$ cat config.mk
export PLATFORM = sky130hd
export DESIGN_NAME = bus_demux
export DESIGN_NICKNAME = d
export VERILOG_FILES = /design/src/design/mcu_pkg.sv /design/src/design/bus_demux.sv
export SDC_FILE = /design/constraint.sdc
export NUM_CORES = 1
export LEC_CHECK = 0
export ABC_AREA = 1
export BUFFER_PORTS_ARGS = -buffer_cell sky130_fd_sc_hd__buf_2
export CAP_MARGIN = 10
export CORE_AREA = 3 3 120 122
export CTS_BUF_LIST = sky130_fd_sc_hd__clkbuf_16
export CTS_CLUSTER_DIAMETER = 150
export DETAILED_ROUTE_END_ITERATION = 16
export DIE_AREA = 0 0 123 125
export PLACE_DENSITY = 0.4
export SLEW_MARGIN = 25
export SYNTH_ARGS = -nofsm -noshare
export SYNTH_HDL_FRONTEND = slang
export SYNTH_SLANG_ARGS = --single-unit
$ cat constraint.sdc
create_clock -name clk_i -period 1.5 [get_ports clk_i]
set_input_delay 0.375 -clock clk_i [delete_from_list [all_inputs] [get_ports clk_i]]
set_output_delay 0.375 -clock clk_i [all_outputs]
set_load 0.005 [all_outputs]
$ cat src/design/mcu_pkg.sv
/* Bus request and response types, address map and register offsets.
   Compiled first. Modules use scoped names in ports and import it in the body. */
package mcu_pkg;

  typedef struct packed {
    logic        req;
    logic        we;
    logic [3:0]  be;
    logic [31:0] addr;
    logic [31:0] wdata;
  } obi_req_t;

  typedef struct packed {
    logic        gnt;
    logic        rvalid;
    logic        err;
    logic [31:0] rdata;
  } obi_resp_t;

  // address map, regions selected by the top nibble
  localparam logic [31:0] SRAM_BASE   = 32'h0000_0000;
  localparam logic [31:0] AO_BASE     = 32'h2000_0000;
  localparam logic [31:0] REGION_MASK = 32'hf000_0000;

  localparam int unsigned MEM_WORDS_DEFAULT = 256;

  // always-on register offsets
  localparam logic [7:0] EXIT_OFS      = 8'h00;
  localparam logic [7:0] TIMER_CNT_OFS = 8'h04;
  localparam logic [7:0] TIMER_CMP_OFS = 8'h08;
  localparam logic [7:0] DMA_SRC_OFS   = 8'h0c;
  localparam logic [7:0] DMA_DST_OFS   = 8'h10;
  localparam logic [7:0] DMA_LEN_OFS   = 8'h14;
  localparam logic [7:0] STATUS_OFS    = 8'h18;

  // status bits, 1 and 2 are sticky and cleared by writing 1
  localparam int unsigned STATUS_BUSY_BIT  = 0;
  localparam int unsigned STATUS_DONE_BIT  = 1;
  localparam int unsigned STATUS_TIMER_BIT = 2;

endpackage

$ cat src/design/bus_demux.sv
/* Address decoder between the arbiter and the two slaves.
   Unmapped addresses are granted at once and answered with err a cycle later. */
`timescale 1ns/1ps

module bus_demux (
  input  logic              clk_i,
  input  logic              arst_n_i,
  input  mcu_pkg::obi_req_t  m_req_i,
  output mcu_pkg::obi_resp_t m_resp_o,
  output mcu_pkg::obi_req_t  sram_req_o,
  input  mcu_pkg::obi_resp_t sram_resp_i,
  output mcu_pkg::obi_req_t  ao_req_o,
  input  mcu_pkg::obi_resp_t ao_resp_i
);

  import mcu_pkg::*;

  localparam logic [1:0] TGT_SRAM = 2'd0;
  localparam logic [1:0] TGT_AO   = 2'd1;
  localparam logic [1:0] TGT_ERR  = 2'd2;

  logic       sram_hit;
  logic       ao_hit;
  logic       accept;
  logic [1:0] tgt_q;
  logic       err_q;

  assign sram_hit = (m_req_i.addr & REGION_MASK) == SRAM_BASE;
  assign ao_hit   = (m_req_i.addr & REGION_MASK) == AO_BASE;

  always_comb begin
    sram_req_o     = m_req_i;
    sram_req_o.req = m_req_i.req && sram_hit;
    ao_req_o       = m_req_i;
    ao_req_o.req   = m_req_i.req && ao_hit;
  end

  assign accept = m_req_i.req && m_resp_o.gnt;

  // target of the transfer whose response is due next cycle
  always_ff @(posedge clk_i or negedge arst_n_i) begin
    if (!arst_n_i) begin
      tgt_q <= TGT_SRAM;
      err_q <= 1'b0;
    end else begin
      err_q <= accept && !sram_hit && !ao_hit;
      if (accept) begin
        tgt_q <= sram_hit ? TGT_SRAM : (ao_hit ? TGT_AO : TGT_ERR);
      end
    end
  end

  always_comb begin
    if (sram_hit) begin
      m_resp_o.gnt = sram_resp_i.gnt;
    end else if (ao_hit) begin
      m_resp_o.gnt = ao_resp_i.gnt;
    end else begin
      m_resp_o.gnt = m_req_i.req;
    end
    case (tgt_q)
      TGT_SRAM: {m_resp_o.rvalid, m_resp_o.err, m_resp_o.rdata} =
        {sram_resp_i.rvalid, sram_resp_i.err, sram_resp_i.rdata};
      TGT_AO: {m_resp_o.rvalid, m_resp_o.err, m_resp_o.rdata} =
        {ao_resp_i.rvalid, ao_resp_i.err, ao_resp_i.rdata};
      default: {m_resp_o.rvalid, m_resp_o.err, m_resp_o.rdata} = {err_q, err_q, 32'h0};
    endcase
  end

endmodule

==> results_dict.tcl <==
set metrics [dict create \
    drc_errors 0 \
    syn_nets 360 \
    grt_max_degree 35 \
    power_frac_clock 0.357 \
    fmax_ghz 0.5751 \
    setup_viol 34 \
    setup_tns_ns -7.037 \
    synth_cell_types 16 \
    worst_slack_ns -0.2387 \
    portBuffers 121 \
    final_nets 363 \
    fp.dieW_um 123 \
    sw_frac_of_total 0.2993 \
    rsz0062_at_grt "yes" \
    synth.avg_cell_area_um2 7.415 \
    max-cap-violations 0 \
    ys_seq_area_frac 0.04644 \
    grt_pass1_vias 1164 \
    period_share 1.159 \
    placed_area_um2 1443 \
    diodes 0 \
    final_core_util 0.1335 \
    finalCriticalPeriod_ns 1.739 \
    ys_ff_latch 3 \
    post-place-ws_ns -0.008740 \
    worst_setup_path_end_kind "output pin" \
    max_slew_margin 0.8857 \
    h-tree-depth 1 \
    critPathBufInv 3 \
    numCtsBuffers 3 \
    ir_drop_v 0.0001927 \
    status "complete, but fails checks" \
    crit-reg2reg-launch "tgt_q[1]$_DFFE_PN0P_" \
    die_area_um2 15380 \
    drive_above_1_share 0.7364 \
    layout_common_cells "buf_2, a22o_1, buf_4, inv_1, nand2_1" \
    r2r_end "tgt_q[1]$_DFFE_PN0P_" \
    vias 1310 \
    ys_warn_count 0 \
    drtIter0Drc 29 \
    crit_type "reg -> out" \
    wl_um 5084 \
    ios 317 \
    reg2reg_depth 4 \
    via_per_inst 3.308 \
    tritoncts "yes" \
    gp_congestion 0.7373 \
    root_buffer "clkbuf_16" \
    pwr_density_cell_nw_per_um2 652.5 \
    holdPathEnd "err_q$_DFF_PN0_" \
    grt.total_usage 0.04695 \
    final-max-slew-violation-count 0 \
    p_seq_frac 0.081 \
    first_pass_iters 4 \
    total_power_uw 1158 \
    cp.arrival_ns 1.36 \
    critical-path-top-delay-family "flip-flops" \
    clk_path_buf_depth 2 \
    netlist_instances 218 \
    max_stage_delay_ns 0.38 \
    dp.final_hpwl_um 3734 \
    overflow 0 \
    grt_pass1_wl_um 5789 \
    cpMaxStageDelayCell "dfrtp_1" \
    crit_required_ns 1.12 \
    min_from "m_req_i[69]" \
    violations "negative setup slack" \
    routedWlPerCell_um 12.84 \
    finalHoldViolCount 0 \
    finalClockSkew_ns 0 \
    tightestPinTransition_ns 0.1708 \
    p_leak_uw 0.001015 \
    cts_num_sinks 3 \
    whs_path_depth 3 \
    syn2layout_area_growth_pct 9.830 \
    ant_nets 0 \
    hp-class "in -> reg" \
    antenna_found_initial 0 \
    crit_fanout 8 \
    final_common_cell "buf_2" \
    comb_power_share 0.562 \
    start_util 0.1216 \
    reg2reg_slack_ns 0.64 \
    coreArea_um2 13300 \
    netlist_area_um2 1617 \
    die_h_um 125 \
    p_sw_uw 346.7 \
    crit_chain "or2_4 -> clkinv_8 -> clkbuf_16 -> a22o_1 -> buf_2" \
    clk-insertion-delay-late_ns 0.22 \
    power.internal_uw 811.7 \
    clk_pin_slew_worst_paths_ns 0.03 \
    startpoint_type "flop" \
    std_cell_rows 42 \
    final_area_um2 1775 \
]
[state kept, by name (all words and copies together), names as in the netlist]
register / flops
tgt_q: 2
err_q: 1
[metal layers]
metal,vias up,part of all wire,global-route usage
met2,129,0.47,0.07494
met5,-,0,0
met1,556,0.34,0.05057
met4,0,0.050,0.03779
li1,579,-,-
met3,46,0.15,0.01445
[worst max path at each step]
stage,cells after the start,start,end,slack [ns]
after floorplan,4,tgt_q[0]$_DFFE_PN0P_,m_resp_o[0],0.15
after global placement,7,m_req_i[63],m_resp_o[34],0.01
after detailed placement,7,m_req_i[63],m_resp_o[34],-0.009
after CTS,6,tgt_q[0]$_DFFE_PN0P_,m_resp_o[33],-0.25
after global routing,5,tgt_q[1]$_DFFE_PN0P_,m_resp_o[6],-0.28
final,5,tgt_q[1]$_DFFE_PN0P_,m_resp_o[30],-0.24
[synthesized netlist by cell type (all sizes together)]
library cell    n  share of area
buf           144           0.67
dfrtp           3          0.046
nand3           5          0.015
inv             9          0.021
a22o           32           0.17
or2             1         0.0039
nand4           1         0.0039
nand2          15          0.036
nand3b          1         0.0046
nor2            7          0.024
[power groups by stage]
stage / clock network (µW) / logic, µW / registers (µW)
floorplan: 0 / 514 / 93.6
global placement: 0 / 483 / 94.2
detailed placement: 0 / 482 / 94.8
CTS: 422 / 501 / 94.2
global route: 430 / 717 / 93.9
finish: 414 / 651 / 93.4
[tightest hold or removal path, delay by kind of cell]
kind,cells,cell delay [ns]
buf+inv,2,0.17
simple gates,1,0.08
[repair_timing]
action	4_1_cts	5_1_grt
hold buffers	1	0
buffers inserted	6	2
pin swaps	3	8
gates cloned	0	5
setup endpoints to repair	35	37
resized for setup	6	20
endpoints found under the hold margin	3	0
[cell families after synthesis]
logic type | after synthesis | share of synthesized area
flops | 3 | 0.04644
simple gates | 30 | 0.08824
buf+inv | 153 | 0.6919
compound gates | 32 | 0.1734
[through the flow]
stage          hold slack, ns  std cells
6_report               0.4429        396
5_1_grt                0.4729        396
4_1_cts                0.4584        390
3_5_place_dp           0.1731        379
3_3_place_gp           0.1704        379
2_1_floorplan         0.07941        218
[area by class of cell]
type                       instances  area [µm²]
clock buffer                       3       75.07
clock inverter                     1       3.754
fill                            1513       11520
inverter                           9       46.29
multi-input combinational         62       480.5
sequential                         3       75.07
tap                              176       220.2
timing repair buffer             142       874.6
Note: power is estimated with default switching activity, not from simulation.
