===== src/design/mcu_pkg.sv =====
/* Bus request and response types, address map and register offsets.
   Compiled first. Modules use scoped names in ports and import it in the body. */
package mcu_pkg;

  typedef struct packed {
    logic        req;
    logic        we;
    logic [3:0]  be;
    logic [31:0] addr;
    logic [31:0] wdata;
  } obi_req_t;

  typedef struct packed {
    logic        gnt;
    logic        rvalid;
    logic        err;
    logic [31:0] rdata;
  } obi_resp_t;

  // address map, regions selected by the top nibble
  localparam logic [31:0] SRAM_BASE   = 32'h0000_0000;
  localparam logic [31:0] AO_BASE     = 32'h2000_0000;
  localparam logic [31:0] REGION_MASK = 32'hf000_0000;

  localparam int unsigned MEM_WORDS_DEFAULT = 256;

  // always-on register offsets
  localparam logic [7:0] EXIT_OFS      = 8'h00;
  localparam logic [7:0] TIMER_CNT_OFS = 8'h04;
  localparam logic [7:0] TIMER_CMP_OFS = 8'h08;
  localparam logic [7:0] DMA_SRC_OFS   = 8'h0c;
  localparam logic [7:0] DMA_DST_OFS   = 8'h10;
  localparam logic [7:0] DMA_LEN_OFS   = 8'h14;
  localparam logic [7:0] STATUS_OFS    = 8'h18;

  // status bits, 1 and 2 are sticky and cleared by writing 1
  localparam int unsigned STATUS_BUSY_BIT  = 0;
  localparam int unsigned STATUS_DONE_BIT  = 1;
  localparam int unsigned STATUS_TIMER_BIT = 2;

endpackage


===== src/design/bus_arbiter.sv =====
/* Round-robin arbiter for two bus masters sharing one slave port.
   Grant is combinational, the response goes back to the recorded winner. */
`timescale 1ns/1ps

module bus_arbiter (
  input  logic              clk_i,
  input  logic              arst_n_i,
  input  mcu_pkg::obi_req_t  m0_req_i,
  output mcu_pkg::obi_resp_t m0_resp_o,
  input  mcu_pkg::obi_req_t  m1_req_i,
  output mcu_pkg::obi_resp_t m1_resp_o,
  output mcu_pkg::obi_req_t  s_req_o,
  input  mcu_pkg::obi_resp_t s_resp_i
);

  logic prio_q;
  logic sel;
  logic owner_q;
  logic accept;

  // prio_q names the master that wins a tie
  always_comb begin
    if (m0_req_i.req && m1_req_i.req) begin
      sel = prio_q;
    end else begin
      sel = m1_req_i.req;
    end
  end

  assign s_req_o = sel ? m1_req_i : m0_req_i;
  assign accept  = s_req_o.req && s_resp_i.gnt;

  always_ff @(posedge clk_i or negedge arst_n_i) begin
    if (!arst_n_i) begin
      prio_q  <= 1'b0;
      owner_q <= 1'b0;
    end else if (accept) begin
      owner_q <= sel;
      prio_q  <= ~sel;
    end
  end

  always_comb begin
    m0_resp_o.gnt    = s_resp_i.gnt && !sel && m0_req_i.req;
    m0_resp_o.rvalid = s_resp_i.rvalid && !owner_q;
    m0_resp_o.err    = s_resp_i.err && !owner_q;
    m0_resp_o.rdata  = owner_q ? 32'h0 : s_resp_i.rdata;
  end

  always_comb begin
    m1_resp_o.gnt    = s_resp_i.gnt && sel && m1_req_i.req;
    m1_resp_o.rvalid = s_resp_i.rvalid && owner_q;
    m1_resp_o.err    = s_resp_i.err && owner_q;
    m1_resp_o.rdata  = owner_q ? s_resp_i.rdata : 32'h0;
  end

endmodule


===== config.mk =====
export PLATFORM = sky130hd
export DESIGN_NAME = bus_arbiter
export DESIGN_NICKNAME = d
export VERILOG_FILES = /design/src/design/mcu_pkg.sv /design/src/design/bus_arbiter.sv
export SDC_FILE = /design/constraint.sdc
export NUM_CORES = 1
export LEC_CHECK = 0
export BUFFER_PORTS_ARGS = -buffer_cell sky130_fd_sc_hd__buf_2
export CAP_MARGIN = 20
export CORE_AREA = 10 10 114 116
export CTS_BUF_LIST = sky130_fd_sc_hd__clkbuf_16
export CTS_CLUSTER_SIZE = 8
export DETAILED_ROUTE_END_ITERATION = 10
export DIE_AREA = 0 0 124 126
export GPL_TIMING_DRIVEN = 0
export PLACE_DENSITY = 0.54
export SLEW_MARGIN = 40
export SYNTH_ARGS = -nofsm -noshare
export SYNTH_HDL_FRONTEND = slang
export SYNTH_SLANG_ARGS = --single-unit

===== constraint.sdc =====
create_clock -name clk_i -period 2.2 [get_ports clk_i]
set_clock_uncertainty 0.2 [all_clocks]
set_input_delay 0.44 -clock clk_i [delete_from_list [all_inputs] [get_ports clk_i]]
set_output_delay 0.44 -clock clk_i [all_outputs]
set_load 0.05 [all_outputs]

==> impl_metrics.ini <==
[floorplan]
initial_core_util_pct = 13.1
die_h_um = 126
floorplan.core_area_sq_um = 10700
die_area_sq_um = 15600
ioPinCount = 317
floorplan.die.width_um = 124
placementRows = 38

[clock_tree]
cts.reportedPaths.clkPinSlew_ns = 0.03
clock_sink_count = 2
htreeDepth = 1
tritoncts.num_buffers = 3
worst_skew_pair.late_latency_ns = 0.22
buffer_levels_on_the_longest_clock_path = 2
tritoncts = done
root_buffer = sky130_fd_sc_hd__clkbuf_16

[synthesis]
netlist_top_cells_count = 59 x sky130_fd_sc_hd__mux2_2, 34 x sky130_fd_sc_hd__and2_1, 34 x sky130_fd_sc_hd__nor2b_1
synthesis.area_sq_um = 1400
synth_enable_flop_cells = 0
synth_cell_types = 16
post_synth_main_area_contributors = sky130_fd_sc_hd__mux2_2 47%, sky130_fd_sc_hd__and2_1 15%, sky130_fd_sc_hd__nor2b_1 15%, sky130_fd_sc_hd__mux2_1 8.0%, sky130_fd_sc_hd__dfrtp_1 3.6%
synth_most_common_cell = sky130_fd_sc_hd__mux2_2
post-synth-top-area-cell = sky130_fd_sc_hd__mux2_2
synth-async-reset-ratio_pct = 100
synthesis.area_per_instance_sq_um = 8.55
ffs_latches_synth = 2
synth.yosys.seq_area_share_pct = 3.57
synth_top_area_share_pct = 47.4
synth-warning-count = 0
synth.net_count = 341
postSynth.topFlopCell = sky130_fd_sc_hd__dfrtp_1
cell_count_after_synthesis = 164

[worst_hold_path]
timing.hold.worst_path_depth = 4
hold_class = in2reg

[drt]
drt_wl_total_um = 12100
remaining_antenna_violation_count = 0
routedWlPerCell_um = 19.2
route.vias.total = 2531
drt_first_pass_iters = 4
drt_iter0_drc = 36
remaining_drc_errors = 0
post_drt_via_cell_ratio = 4.00

[worst_setup_path]
ff2ff_setup_slack_ns = 1.05
critical_path_peak_fanout = 5
cp.arrival_ns = 1.64
worst-r2r-cell-count = 2
crit_path_end = s_req_o[45]
setup.worst_path.start = prio_q
timing.critical_path.to_type = output pin
worst-setup-path-type = reg2out
rr_endpoint = owner_q
crit_required_ns = 1.56
critical_path.reg2reg.startpoint = owner_q
critical_path.startpoint_type = flip-flop

[power_and_ir_drop]
comb_power_share_pct = 87.2
leakage_nw = 2.34
clkPwrFrac_pct = 10.7
sequentialPowerShare_pct = 2.1
power_switching_mw = 1.43
p_int_mw = 1.08
peakVddDrop_uv = 320
power.switching_fraction_pct = 57.1
power.density_cell_area_nw_per_um2 = 611

[sta]
min_period_ns = 2.28
setup_repair_after_global_routing_missed_its_margin = yes
report.final.hold_viol_count = 0
slew_headroom_pct = 71.2
timing_max_transition_violations_final = 0
worst-slew-pin-transition_ns = 0.432
setup_viol_count_final = 68
post-route-worst-setup-slack_ns = -0.0797
max_clock_freq_mhz = 439
final.period_utilization_pct = 104

[run]
maxCapViolCount = 0

[placement]
post-place-ws_ns = -0.281
io_buffer_count = 316
gp_congestion = 0.870
dp_hpwl_um = 10100

[grt]
global_route.overflow_total = 0
pin_count_of_the_biggest_net_entering_global_routing = 20
number_of_antenna_violations_at_the_first_check_in_global_routing = 0
grt.total_usage_pct = 12.9
grt_pass1_vias = 2891
grt_first_pass_wirelength_um = 16000

[final_layout]
layout.core_utilization_pct = 38.4
antennaDiodeCount = 0
finish.net_count = 672
area.growth.synth_to_final_pct = 193
final_layout_size_suffix_gt1_share_pct = 83.4

[status]
violations = negative setup slack
outcome = finished, violations left
layer usage:
metal | global-route usage [%] | share of wire, % | vias up
met5 | 0 | 0 | -
met4 | 2.24 | 0.63 | 0
met3 | 5.45 | 14 | 6
met2 | 24.6 | 53 | 172
li1 | - | - | 1219
met1 | 12.6 | 33 | 1134
power groups by stage:
stage	Combinational (mW)	Sequential [mW]	Clock, mW
final	2.19	0.0532	0.268
after global routing	2.28	0.0555	0.278
after CTS	2.09	0.0539	0.273
after detailed placement	1.81	0.0555	0
after global placement	1.80	0.0549	0
after floorplan	1.33	0.0523	0
repair_timing:
item                                   4_1_cts  5_1_grt
gates resized for setup                    170       57
hold buffers                                 1        0
pin swaps                                    1        1
endpoints found under the hold margin        2        0
setup endpoints to repair                   79       75
gates cloned                                 1        2
setup buffers                                7        0
area by class of cell:
| cell class | count | area, sq um |
|---|---|---|
| Sequential cell | 2 | 51.3 |
| Inverter | 2 | 7.51 |
| Fill cell | 1071 | 6600 |
| Multi-Input combinational cell | 146 | 1390 |
| Timing Repair Buffer | 327 | 2270 |
| Clock buffer | 3 | 75.1 |
| Tap cell | 140 | 175 |
| Buffer | 13 | 131 |
cell families (layout without fill, tap and decap cells):
| family | count (synthesis) | after routing | share of synthesized area [%] |
|---|---|---|---|
| AOI/OAI and AO/OA | 5 | 5 | 2.77 |
| muxes | 69 | 69 | 55.4 |
| and+or+nand+nor | 72 | 72 | 31.6 |
| DFF | 2 | 2 | 3.57 |
| buffers and inverters | 16 | 345 | 6.69 |
layout by cell type (no fill, tap or decap):
cell	n
sky130_fd_sc_hd__clkbuf_2	1
sky130_fd_sc_hd__o21ai_4	1
sky130_fd_sc_hd__clkbuf_16	5
sky130_fd_sc_hd__buf_16	1
sky130_fd_sc_hd__clkbuf_1	4
sky130_fd_sc_hd__buf_12	1
sky130_fd_sc_hd__inv_1	1
sky130_fd_sc_hd__nor2b_1	34
sky130_fd_sc_hd__nand2_1	3
sky130_fd_sc_hd__o21ai_0	1
sky130_fd_sc_hd__and2_1	34
sky130_fd_sc_hd__inv_2	1
sky130_fd_sc_hd__buf_8	31
sky130_fd_sc_hd__mux2_4	36
sky130_fd_sc_hd__buf_6	48
sky130_fd_sc_hd__dfrtp_2	1
sky130_fd_sc_hd__buf_2	247
sky130_fd_sc_hd__or2_2	1
sky130_fd_sc_hd__a21o_1	1
sky130_fd_sc_hd__dfrtp_1	1
sky130_fd_sc_hd__dlygate4sd3_1	1
sky130_fd_sc_hd__mux2_2	33
sky130_fd_sc_hd__buf_4	4
sky130_fd_sc_hd__a21oi_1	2
per-stage QoR:
step / TNS, ns / cell area [sq um] / total power [mW] / hold WS, ns / std cells
2_1_floorplan: 0 / 1400 / 1.38 / -0.0556 / 164
3_3_place_gp: -9.33 / 3160 / 1.86 / 0.0289 / 620
3_5_place_dp: -12.15 / 3160 / 1.87 / 0.0337 / 620
4_1_cts: -7.61 / 3860 / 2.42 / 0.345 / 631
5_1_grt: -7.98 / 4100 / 2.61 / 0.381 / 633
6_report: -3.43 / 4100 / 2.51 / 0.344 / 633
registers in the layout, summed over array words and instances (netlist names):
name,count
owner_q,1
prio_q,1
worst min-delay path by stage:
stage	from	endpoint
final	s_resp_i[34]	prio_q
after global routing	arst_n_i	owner_q
after CTS	s_resp_i[34]	prio_q
after detailed placement	arst_n_i	owner_q
after global placement	arst_n_i	prio_q
after floorplan	arst_n_i	owner_q
critical path: stages, from the launching register on:
cell and delay (ns):
sky130_fd_sc_hd__dfrtp_2 0.41, sky130_fd_sc_hd__o21ai_4 0.19, sky130_fd_sc_hd__buf_6 0.17, sky130_fd_sc_hd__clkbuf_16 0.15, sky130_fd_sc_hd__mux2_2 0.34, sky130_fd_sc_hd__buf_6 0.15
Power figures use the tool's default switching activity.
