$ cat config.mk
export PLATFORM = sky130hd
export DESIGN_NAME = ao_peripherals
export DESIGN_NICKNAME = d
export VERILOG_FILES = /design/src/design/mcu_pkg.sv /design/src/design/dma_engine.sv /design/src/design/ao_peripherals.sv
export SDC_FILE = /design/constraint.sdc
export NUM_CORES = 1
export LEC_CHECK = 0
export BUFFER_PORTS_ARGS = -buffer_cell sky130_fd_sc_hd__buf_2
export CAP_MARGIN = 20
export CORE_UTILIZATION = 58
export DETAILED_ROUTE_END_ITERATION = 16
export PLACE_DENSITY = 0.81
export SLEW_MARGIN = 0
export SYNTH_ARGS = -nofsm -noshare
export SYNTH_HDL_FRONTEND = slang
export SYNTH_SLANG_ARGS = --single-unit
$ cat constraint.sdc
create_clock -name clk_i -period 6.3 [get_ports clk_i]
set_clock_uncertainty 0.2 [all_clocks]
set_input_delay 1.89 -clock clk_i [delete_from_list [all_inputs] [get_ports clk_i]]
set_output_delay 1.89 -clock clk_i [all_outputs]
set_load 0.02 [all_outputs]
$ cat src/design/mcu_pkg.sv
/* Bus request and response types, address map and register offsets.
   Compiled first. Modules use scoped names in ports and import it in the body. */
package mcu_pkg;

  typedef struct packed {
    logic        req;
    logic        we;
    logic [3:0]  be;
    logic [31:0] addr;
    logic [31:0] wdata;
  } obi_req_t;

  typedef struct packed {
    logic        gnt;
    logic        rvalid;
    logic        err;
    logic [31:0] rdata;
  } obi_resp_t;

  // address map, regions selected by the top nibble
  localparam logic [31:0] SRAM_BASE   = 32'h0000_0000;
  localparam logic [31:0] AO_BASE     = 32'h2000_0000;
  localparam logic [31:0] REGION_MASK = 32'hf000_0000;

  localparam int unsigned MEM_WORDS_DEFAULT = 256;

  // always-on register offsets
  localparam logic [7:0] EXIT_OFS      = 8'h00;
  localparam logic [7:0] TIMER_CNT_OFS = 8'h04;
  localparam logic [7:0] TIMER_CMP_OFS = 8'h08;
  localparam logic [7:0] DMA_SRC_OFS   = 8'h0c;
  localparam logic [7:0] DMA_DST_OFS   = 8'h10;
  localparam logic [7:0] DMA_LEN_OFS   = 8'h14;
  localparam logic [7:0] STATUS_OFS    = 8'h18;

  // status bits, 1 and 2 are sticky and cleared by writing 1
  localparam int unsigned STATUS_BUSY_BIT  = 0;
  localparam int unsigned STATUS_DONE_BIT  = 1;
  localparam int unsigned STATUS_TIMER_BIT = 2;

endpackage

$ cat src/design/dma_engine.sv
/* Word-copy DMA engine acting as a bus master.
   Started by the always-on block, copies len words one read and one write at a time. */
`timescale 1ns/1ps

module dma_engine (
  input  logic              clk_i,
  input  logic              arst_n_i,
  input  logic              start_i,
  input  logic [31:0]       src_i,
  input  logic [31:0]       dst_i,
  input  logic [15:0]       len_i,
  output logic              busy_o,
  output logic              done_o,
  output mcu_pkg::obi_req_t  m_req_o,
  input  mcu_pkg::obi_resp_t m_resp_i
);

  typedef enum logic [2:0] {
    S_IDLE,
    S_RD,
    S_RD_WAIT,
    S_WR,
    S_WR_WAIT
  } state_e;

  state_e      state_q;
  logic [31:0] src_q;
  logic [31:0] dst_q;
  logic [15:0] cnt_q;
  logic [31:0] data_q;
  logic        done_q;

  always_ff @(posedge clk_i or negedge arst_n_i) begin
    if (!arst_n_i) begin
      state_q <= S_IDLE;
      src_q   <= 32'h0;
      dst_q   <= 32'h0;
      cnt_q   <= 16'h0;
      done_q  <= 1'b0;
    end else begin
      done_q <= 1'b0;
      case (state_q)
        S_IDLE: if (start_i) begin
          src_q <= src_i;
          dst_q <= dst_i;
          cnt_q <= len_i;
          // empty copy finishes on the spot
          if (len_i == 16'h0) done_q <= 1'b1;
          else state_q <= S_RD;
        end
        S_RD:      if (m_resp_i.gnt) state_q <= S_RD_WAIT;
        S_RD_WAIT: if (m_resp_i.rvalid) state_q <= S_WR;
        S_WR:      if (m_resp_i.gnt) state_q <= S_WR_WAIT;
        S_WR_WAIT: if (m_resp_i.rvalid) begin
          src_q <= src_q + 32'd4;
          dst_q <= dst_q + 32'd4;
          cnt_q <= cnt_q - 16'd1;
          if (cnt_q == 16'd1) begin
            state_q <= S_IDLE;
            done_q  <= 1'b1;
          end else begin
            state_q <= S_RD;
          end
        end
        default: state_q <= S_IDLE;
      endcase
    end
  end

  // word held between its read and its write
  always_ff @(posedge clk_i) begin
    if (state_q == S_RD_WAIT && m_resp_i.rvalid) data_q <= m_resp_i.rdata;
  end

  always_comb begin
    m_req_o.req   = (state_q == S_RD) || (state_q == S_WR);
    m_req_o.we    = state_q == S_WR;
    m_req_o.be    = 4'hf;
    m_req_o.addr  = (state_q == S_WR) ? dst_q : src_q;
    m_req_o.wdata = data_q;
  end

  assign busy_o = state_q != S_IDLE;
  assign done_o = done_q;

endmodule

$ cat src/design/ao_peripherals.sv
/* Always-on register block with the exit register, a compare timer and DMA control.
   Sits on the bus as a slave and hosts the DMA engine as a master. */
`timescale 1ns/1ps

module ao_peripherals (
  input  logic              clk_i,
  input  logic              arst_n_i,
  input  mcu_pkg::obi_req_t  req_i,
  output mcu_pkg::obi_resp_t resp_o,
  output logic [31:0]       exit_value_o,
  output logic              exit_valid_o,
  output logic              timer_irq_o,
  output logic              dma_irq_o,
  output mcu_pkg::obi_req_t  dma_req_o,
  input  mcu_pkg::obi_resp_t dma_resp_i
);

  import mcu_pkg::*;

  logic [7:0]  ofs;
  logic        wr;
  logic [31:0] exit_value_q;
  logic        exit_valid_q;
  logic [31:0] timer_cnt_q;
  logic [31:0] timer_cmp_q;
  logic        timer_pend_q;
  logic [31:0] dma_src_q;
  logic [31:0] dma_dst_q;
  logic [15:0] dma_len_q;
  logic        dma_start_q;
  logic        dma_done_q;
  logic        dma_busy;
  logic        dma_done;
  logic [31:0] status;
  logic [31:0] rd_mux;
  logic        rvalid_q;
  logic [31:0] rdata_q;

  assign ofs = req_i.addr[7:0];
  assign wr  = req_i.req && req_i.we;

  always_comb begin
    status                   = 32'h0;
    status[STATUS_BUSY_BIT]  = dma_busy;
    status[STATUS_DONE_BIT]  = dma_done_q;
    status[STATUS_TIMER_BIT] = timer_pend_q;
  end

  always_ff @(posedge clk_i or negedge arst_n_i) begin
    if (!arst_n_i) begin
      {exit_value_q, exit_valid_q, timer_cmp_q, timer_pend_q} <= '0;
      {dma_src_q, dma_dst_q, dma_len_q, dma_start_q, dma_done_q} <= '0;
      timer_cnt_q <= 32'h0;
      rvalid_q    <= 1'b0;
    end else begin
      rvalid_q    <= req_i.req;
      timer_cnt_q <= (wr && ofs == TIMER_CNT_OFS) ? req_i.wdata : timer_cnt_q + 32'd1;
      dma_start_q <= 1'b0;
      if (wr && ofs == EXIT_OFS) {exit_value_q, exit_valid_q} <= {req_i.wdata, 1'b1};
      if (wr && ofs == TIMER_CMP_OFS) timer_cmp_q <= req_i.wdata;
      if (wr && ofs == DMA_SRC_OFS) dma_src_q <= req_i.wdata;
      if (wr && ofs == DMA_DST_OFS) dma_dst_q <= req_i.wdata;
      // no restart while a copy is pending or running
      if (wr && ofs == DMA_LEN_OFS && !dma_busy && !dma_start_q) begin
        dma_len_q   <= req_i.wdata[15:0];
        dma_start_q <= 1'b1;
      end
      if (wr && ofs == STATUS_OFS && req_i.wdata[STATUS_TIMER_BIT]) timer_pend_q <= 1'b0;
      if (wr && ofs == STATUS_OFS && req_i.wdata[STATUS_DONE_BIT]) dma_done_q <= 1'b0;
      // a new event wins over a clear in the same cycle
      if (timer_cmp_q != 32'h0 && timer_cnt_q == timer_cmp_q) timer_pend_q <= 1'b1;
      if (dma_done) dma_done_q <= 1'b1;
    end
  end

  always_comb begin
    case (ofs)
      EXIT_OFS:      rd_mux = exit_value_q;
      TIMER_CNT_OFS: rd_mux = timer_cnt_q;
      TIMER_CMP_OFS: rd_mux = timer_cmp_q;
      DMA_SRC_OFS:   rd_mux = dma_src_q;
      DMA_DST_OFS:   rd_mux = dma_dst_q;
      DMA_LEN_OFS:   rd_mux = {16'h0, dma_len_q};
      STATUS_OFS:    rd_mux = status;
      default:       rd_mux = 32'h0;
    endcase
  end

  always_ff @(posedge clk_i) begin
    if (req_i.req) rdata_q <= req_i.we ? 32'h0 : rd_mux;
  end

  dma_engine dma_engine_i (
    .clk_i,
    .arst_n_i,
    .start_i (dma_start_q),
    .src_i   (dma_src_q),
    .dst_i   (dma_dst_q),
    .len_i   (dma_len_q),
    .busy_o  (dma_busy),
    .done_o  (dma_done),
    .m_req_o (dma_req_o),
    .m_resp_i(dma_resp_i)
  );

  assign resp_o.gnt    = req_i.req;
  assign resp_o.rvalid = rvalid_q;
  assign resp_o.err    = 1'b0;
  assign resp_o.rdata  = rdata_q;

  assign exit_value_o = exit_value_q;
  assign exit_valid_o = exit_valid_q;
  assign timer_irq_o  = timer_pend_q;
  assign dma_irq_o    = dma_done_q;

endmodule

==> impl_metrics.csv <==
group,metric,value,unit
placed_design,place_congestion,1.01,
global_route,antenna_found_initial,1,
floorplanning,rows,61,
sta,maxSlewViolCount,0,
sta,timing.final.crit_share,0.730,
global_route,grt_usage,0.333,
yosys,synth_warnings,0,
routing,wl,48500,µm
placed_design,io_buffers,212,
clock_network,cts_hold_buf,0,
setup_path,crit_family,"buffers and inverters",
setup_path,cpPeakStageDelay,550,ps
clock_network,cts_sinks,329,
clock_network,cts_buffer_depth,3,
pwr,finalPower,6.20,mW
routing,drtPass1Iterations,6,
clock_network,htreeDepth,2,
setup_path,path_common_cell,"nand2_1",
clock_network,cts_resized,0,
setup_path,crit_path_top_delay_cell,"dfrtp_1",
routing,avgRoutedWirePerCell,23.4,µm
worst_hold_path,hp-class,"reg2reg",
final_layout,areaGrowthSynthToFinish,14.6,%
setup_path,cp_max_fo,35,
global_route,grt_max_degree,127,
yosys,avgSynthCellArea,11.1,µm²
clock_network,insertion_delay,530,ps
global_route,grt_pass1_vias,12638,
sta,final_hold_viol_count,0,
yosys,ys.flop_type,"dfrtp_1",
floorplanning,io_pins,247,
final_layout,num-nets-final,1778,
final_layout,drive_gt1_frac,0.297,
final_layout,final_cells,2071,
setup_path,end_kind,"output pin",
sta,setup_tns,0,ps
yosys,ys_types,65,
sta,min_period,4600,ps
yosys,synth-edff-count,64,
setup_path,worstSetupPathType,"reg2out",
yosys,synthArstFlopShare,0.805,
global_route,grt_pass1_wl,73700,µm
setup_path,cp-start-kind,"flip-flop",
setup_path,cp.required,4210,ps
yosys,synth.ff_latch_count,329,
pwr,p_leak,8.36,nW
sta,grt_setup_unrepaired,"false",
clock_network,post-cts-setup-buffers,0,
final_layout,antennaDiodeCount,0,
floorplanning,start_util,0.594,
floorplanning,die_x,171,µm
sta,max_freq,217,MHz
routing,routed_via_density,6.56,
clock_network,cts_root_buf,"clkbuf_16",
routing,drt_iter0_drc,1686,
pwr,irDropWorstVdd,0.204,mV
setup_path,cp_cell_sequence,"nor2b_1 -> nand2_1 -> buf_4 -> inv_1 -> nand2_1 -> nand2_1 -> buf_2",
pwr,power_density,326,nW/µm²
sta,max-slew-margin-rel,0.333,
floorplanning,die_area,29300,µm²
placed_design,dp_hpwl,34100,µm
outcome,status,"finished, final reports clean",
setup_path,worst-path-buf-inv,3,
yosys,synth_cells,1492,
sta,worstMarginPinSlew,1000,ps
run,maxCapViolCount,0,
placed_design,post-place-cells,2006,
global_route,grt.overflow.total,0,
routing,antenna_left,0,
clock_network,cts_tree,"yes",
routing,drc,0,
final_layout,fill_cells,2105,
clock_network,clk_pin_slew,60,ps
floorplanning,dieHeight,171,µm
setup_path,cp.arrival,2510,ps
sta,setup_viol,0,
routing,num_vias,13595,
floorplanning,core_area,28000,µm²
clock_network,cts_buffers,35,
yosys,synth_area,16600,µm²
yosys,seq_area_frac_synth,0.514,
[worst paths after layout]
path	start	end	slack, ps	depth (start not counted)
setup reg to reg	dma_engine_i.state_q[1]	dma_engine_i.dst_q[29]	3570	5
setup / recovery	dma_engine_i.state_q[0]	dma_req_o[33]	1700	7
hold reg to reg	exit_valid_o	exit_valid_o	260	1
hold / removal	exit_valid_o	exit_valid_o	260	1
min in group asynchronous	arst_n_i	exit_value_o[3]	1270	1
max in group asynchronous	arst_n_i	dma_engine_i.src_q[4]	3440	2
[power breakdown]
group / internal, mW / switching, mW
combinational: 0.543 / 0.809
clock: 1.14 / 0.855
sequential: 2.47 / 0.381
total: 4.16 / 2.04
[per-layer routing]
layer / global-route usage / part of all wire / vias to the layer above
met3: 0.0617 / 0.10 / 123
met2: 0.495 / 0.45 / 843
met4: 0.132 / 0.040 / 2
li1: - / - / 5909
met5: 0 / 0.00017 / -
met1: 0.485 / 0.41 / 6718
[worst register-to-register path: stages (launching register included)]
cell and delay [ps]:
dfrtp_1 490, or3b_2 640, buf_4 410, nor2_1 520
and4_1 290, nor3_1 60
[cell families after synthesis]
| kind of cell | share of synthesized area |
|---|---|
| buffers and inverters | 0.0352 |
| xor gates and xnor gates | 0.0332 |
| AOI/OAI and AO/OA | 0.114 |
| and+or+nand+nor | 0.134 |
| other | 0.000452 |
| DFF | 0.514 |
| adders and majority gates | 0.00376 |
| muxes | 0.164 |
[placed cells by master (no fill, tap or decap), types with 6 or more instances in the layout]
cell type	n
a22o_1	7
dfrtp_1	265
o22a_1	6
xnor2_1	44
mux2_2	159
o32ai_1	6
a21oi_1	88
edfxtp_1	64
nand3_1	52
mux2_1	10
clkbuf_1	8
or3_1	14
nor2_1	82
a311oi_1	6
and4_1	8
and3_1	10
a22oi_1	29
inv_1	24
a31oi_1	10
buf_4	22
mux2i_1	11
nand2_1	140
mux2_4	9
a2bb2oi_1	22
xor2_1	19
o22ai_1	22
clkinv_2	7
o21ai_0	70
nand4_1	30
nor4_1	37
buf_2	211
nor3_1	43
mux4_2	26
clkbuf_16	36
[cell usage after synthesis (6+ instances only)]
master	number	share of area
a21oi_1	88	0.026
a22o_1	7	0.0037
a22oi_1	29	0.013
a2bb2oi_1	22	0.012
a311oi_1	6	0.0032
a31oi_1	10	0.0038
and3_1	10	0.0038
and4_1	8	0.0042
buf_1	12	0.0027
buf_2	12	0.0036
buf_4	13	0.0059
buf_6	6	0.0041
clkbuf_1	60	0.014
dfrtp_1	265	0.40
edfxtp_1	64	0.12
inv_1	24	0.0054
mux2_1	10	0.0068
mux2_2	159	0.11
mux2_4	9	0.0081
mux2i_1	11	0.0066
mux4_2	26	0.035
nand2_1	140	0.032
nand3_1	52	0.016
nand4_1	30	0.011
nor2_1	82	0.019
nor3_1	44	0.013
nor4_1	38	0.014
o21ai_0	70	0.021
o22a_1	6	0.0032
o22ai_1	22	0.0083
o32ai_1	6	0.0032
or3_1	15	0.0056
xnor2_1	44	0.023
xor2_1	19	0.010
[final cells by class]
type,instances,area [µm²],share of cell area
Clock buffer,48,986,0.0518
Clock inverter,16,116,0.00611
Sequential cell,329,8550,0.449
Timing Repair Buffer,237,1300,0.0685
Inverter,24,90.1,0.00473
Multi-Input combinational cell,1039,7520,0.395
Tap cell,378,473,0.0248
[registers in the layout (all words and copies together), names as in the netlist, 3 cells and up]
| register | cells |
|---|---|
| dma_engine_i.state_q | 3 |
| dma_engine_i.src_q | 32 |
| dma_src_q | 32 |
| dma_engine_i.dst_q | 32 |
| timer_cmp_q | 32 |
| dma_dst_q | 32 |
| dma_engine_i.cnt_q | 16 |
| dma_engine_i.data_q | 32 |
| exit_value_o | 32 |
| timer_cnt_q | 32 |
| rdata_q | 32 |
| dma_len_q | 16 |
[stage by stage]
stage / setup WS (ps) / utilization / hold WS [ps] / area [µm²]
after global routing: 1600 / 0.680 / 283 / 19000
after floorplan: 602 / - / 204 / 16600
after detailed placement: 1440 / 0.640 / 248 / 17900
final: 1700 / 0.680 / 257 / 19000
after global placement: 1440 / 0.640 / 246 / 17900
after CTS: 1750 / 0.679 / 263 / 19000
(Power assumes the default switching activity.)
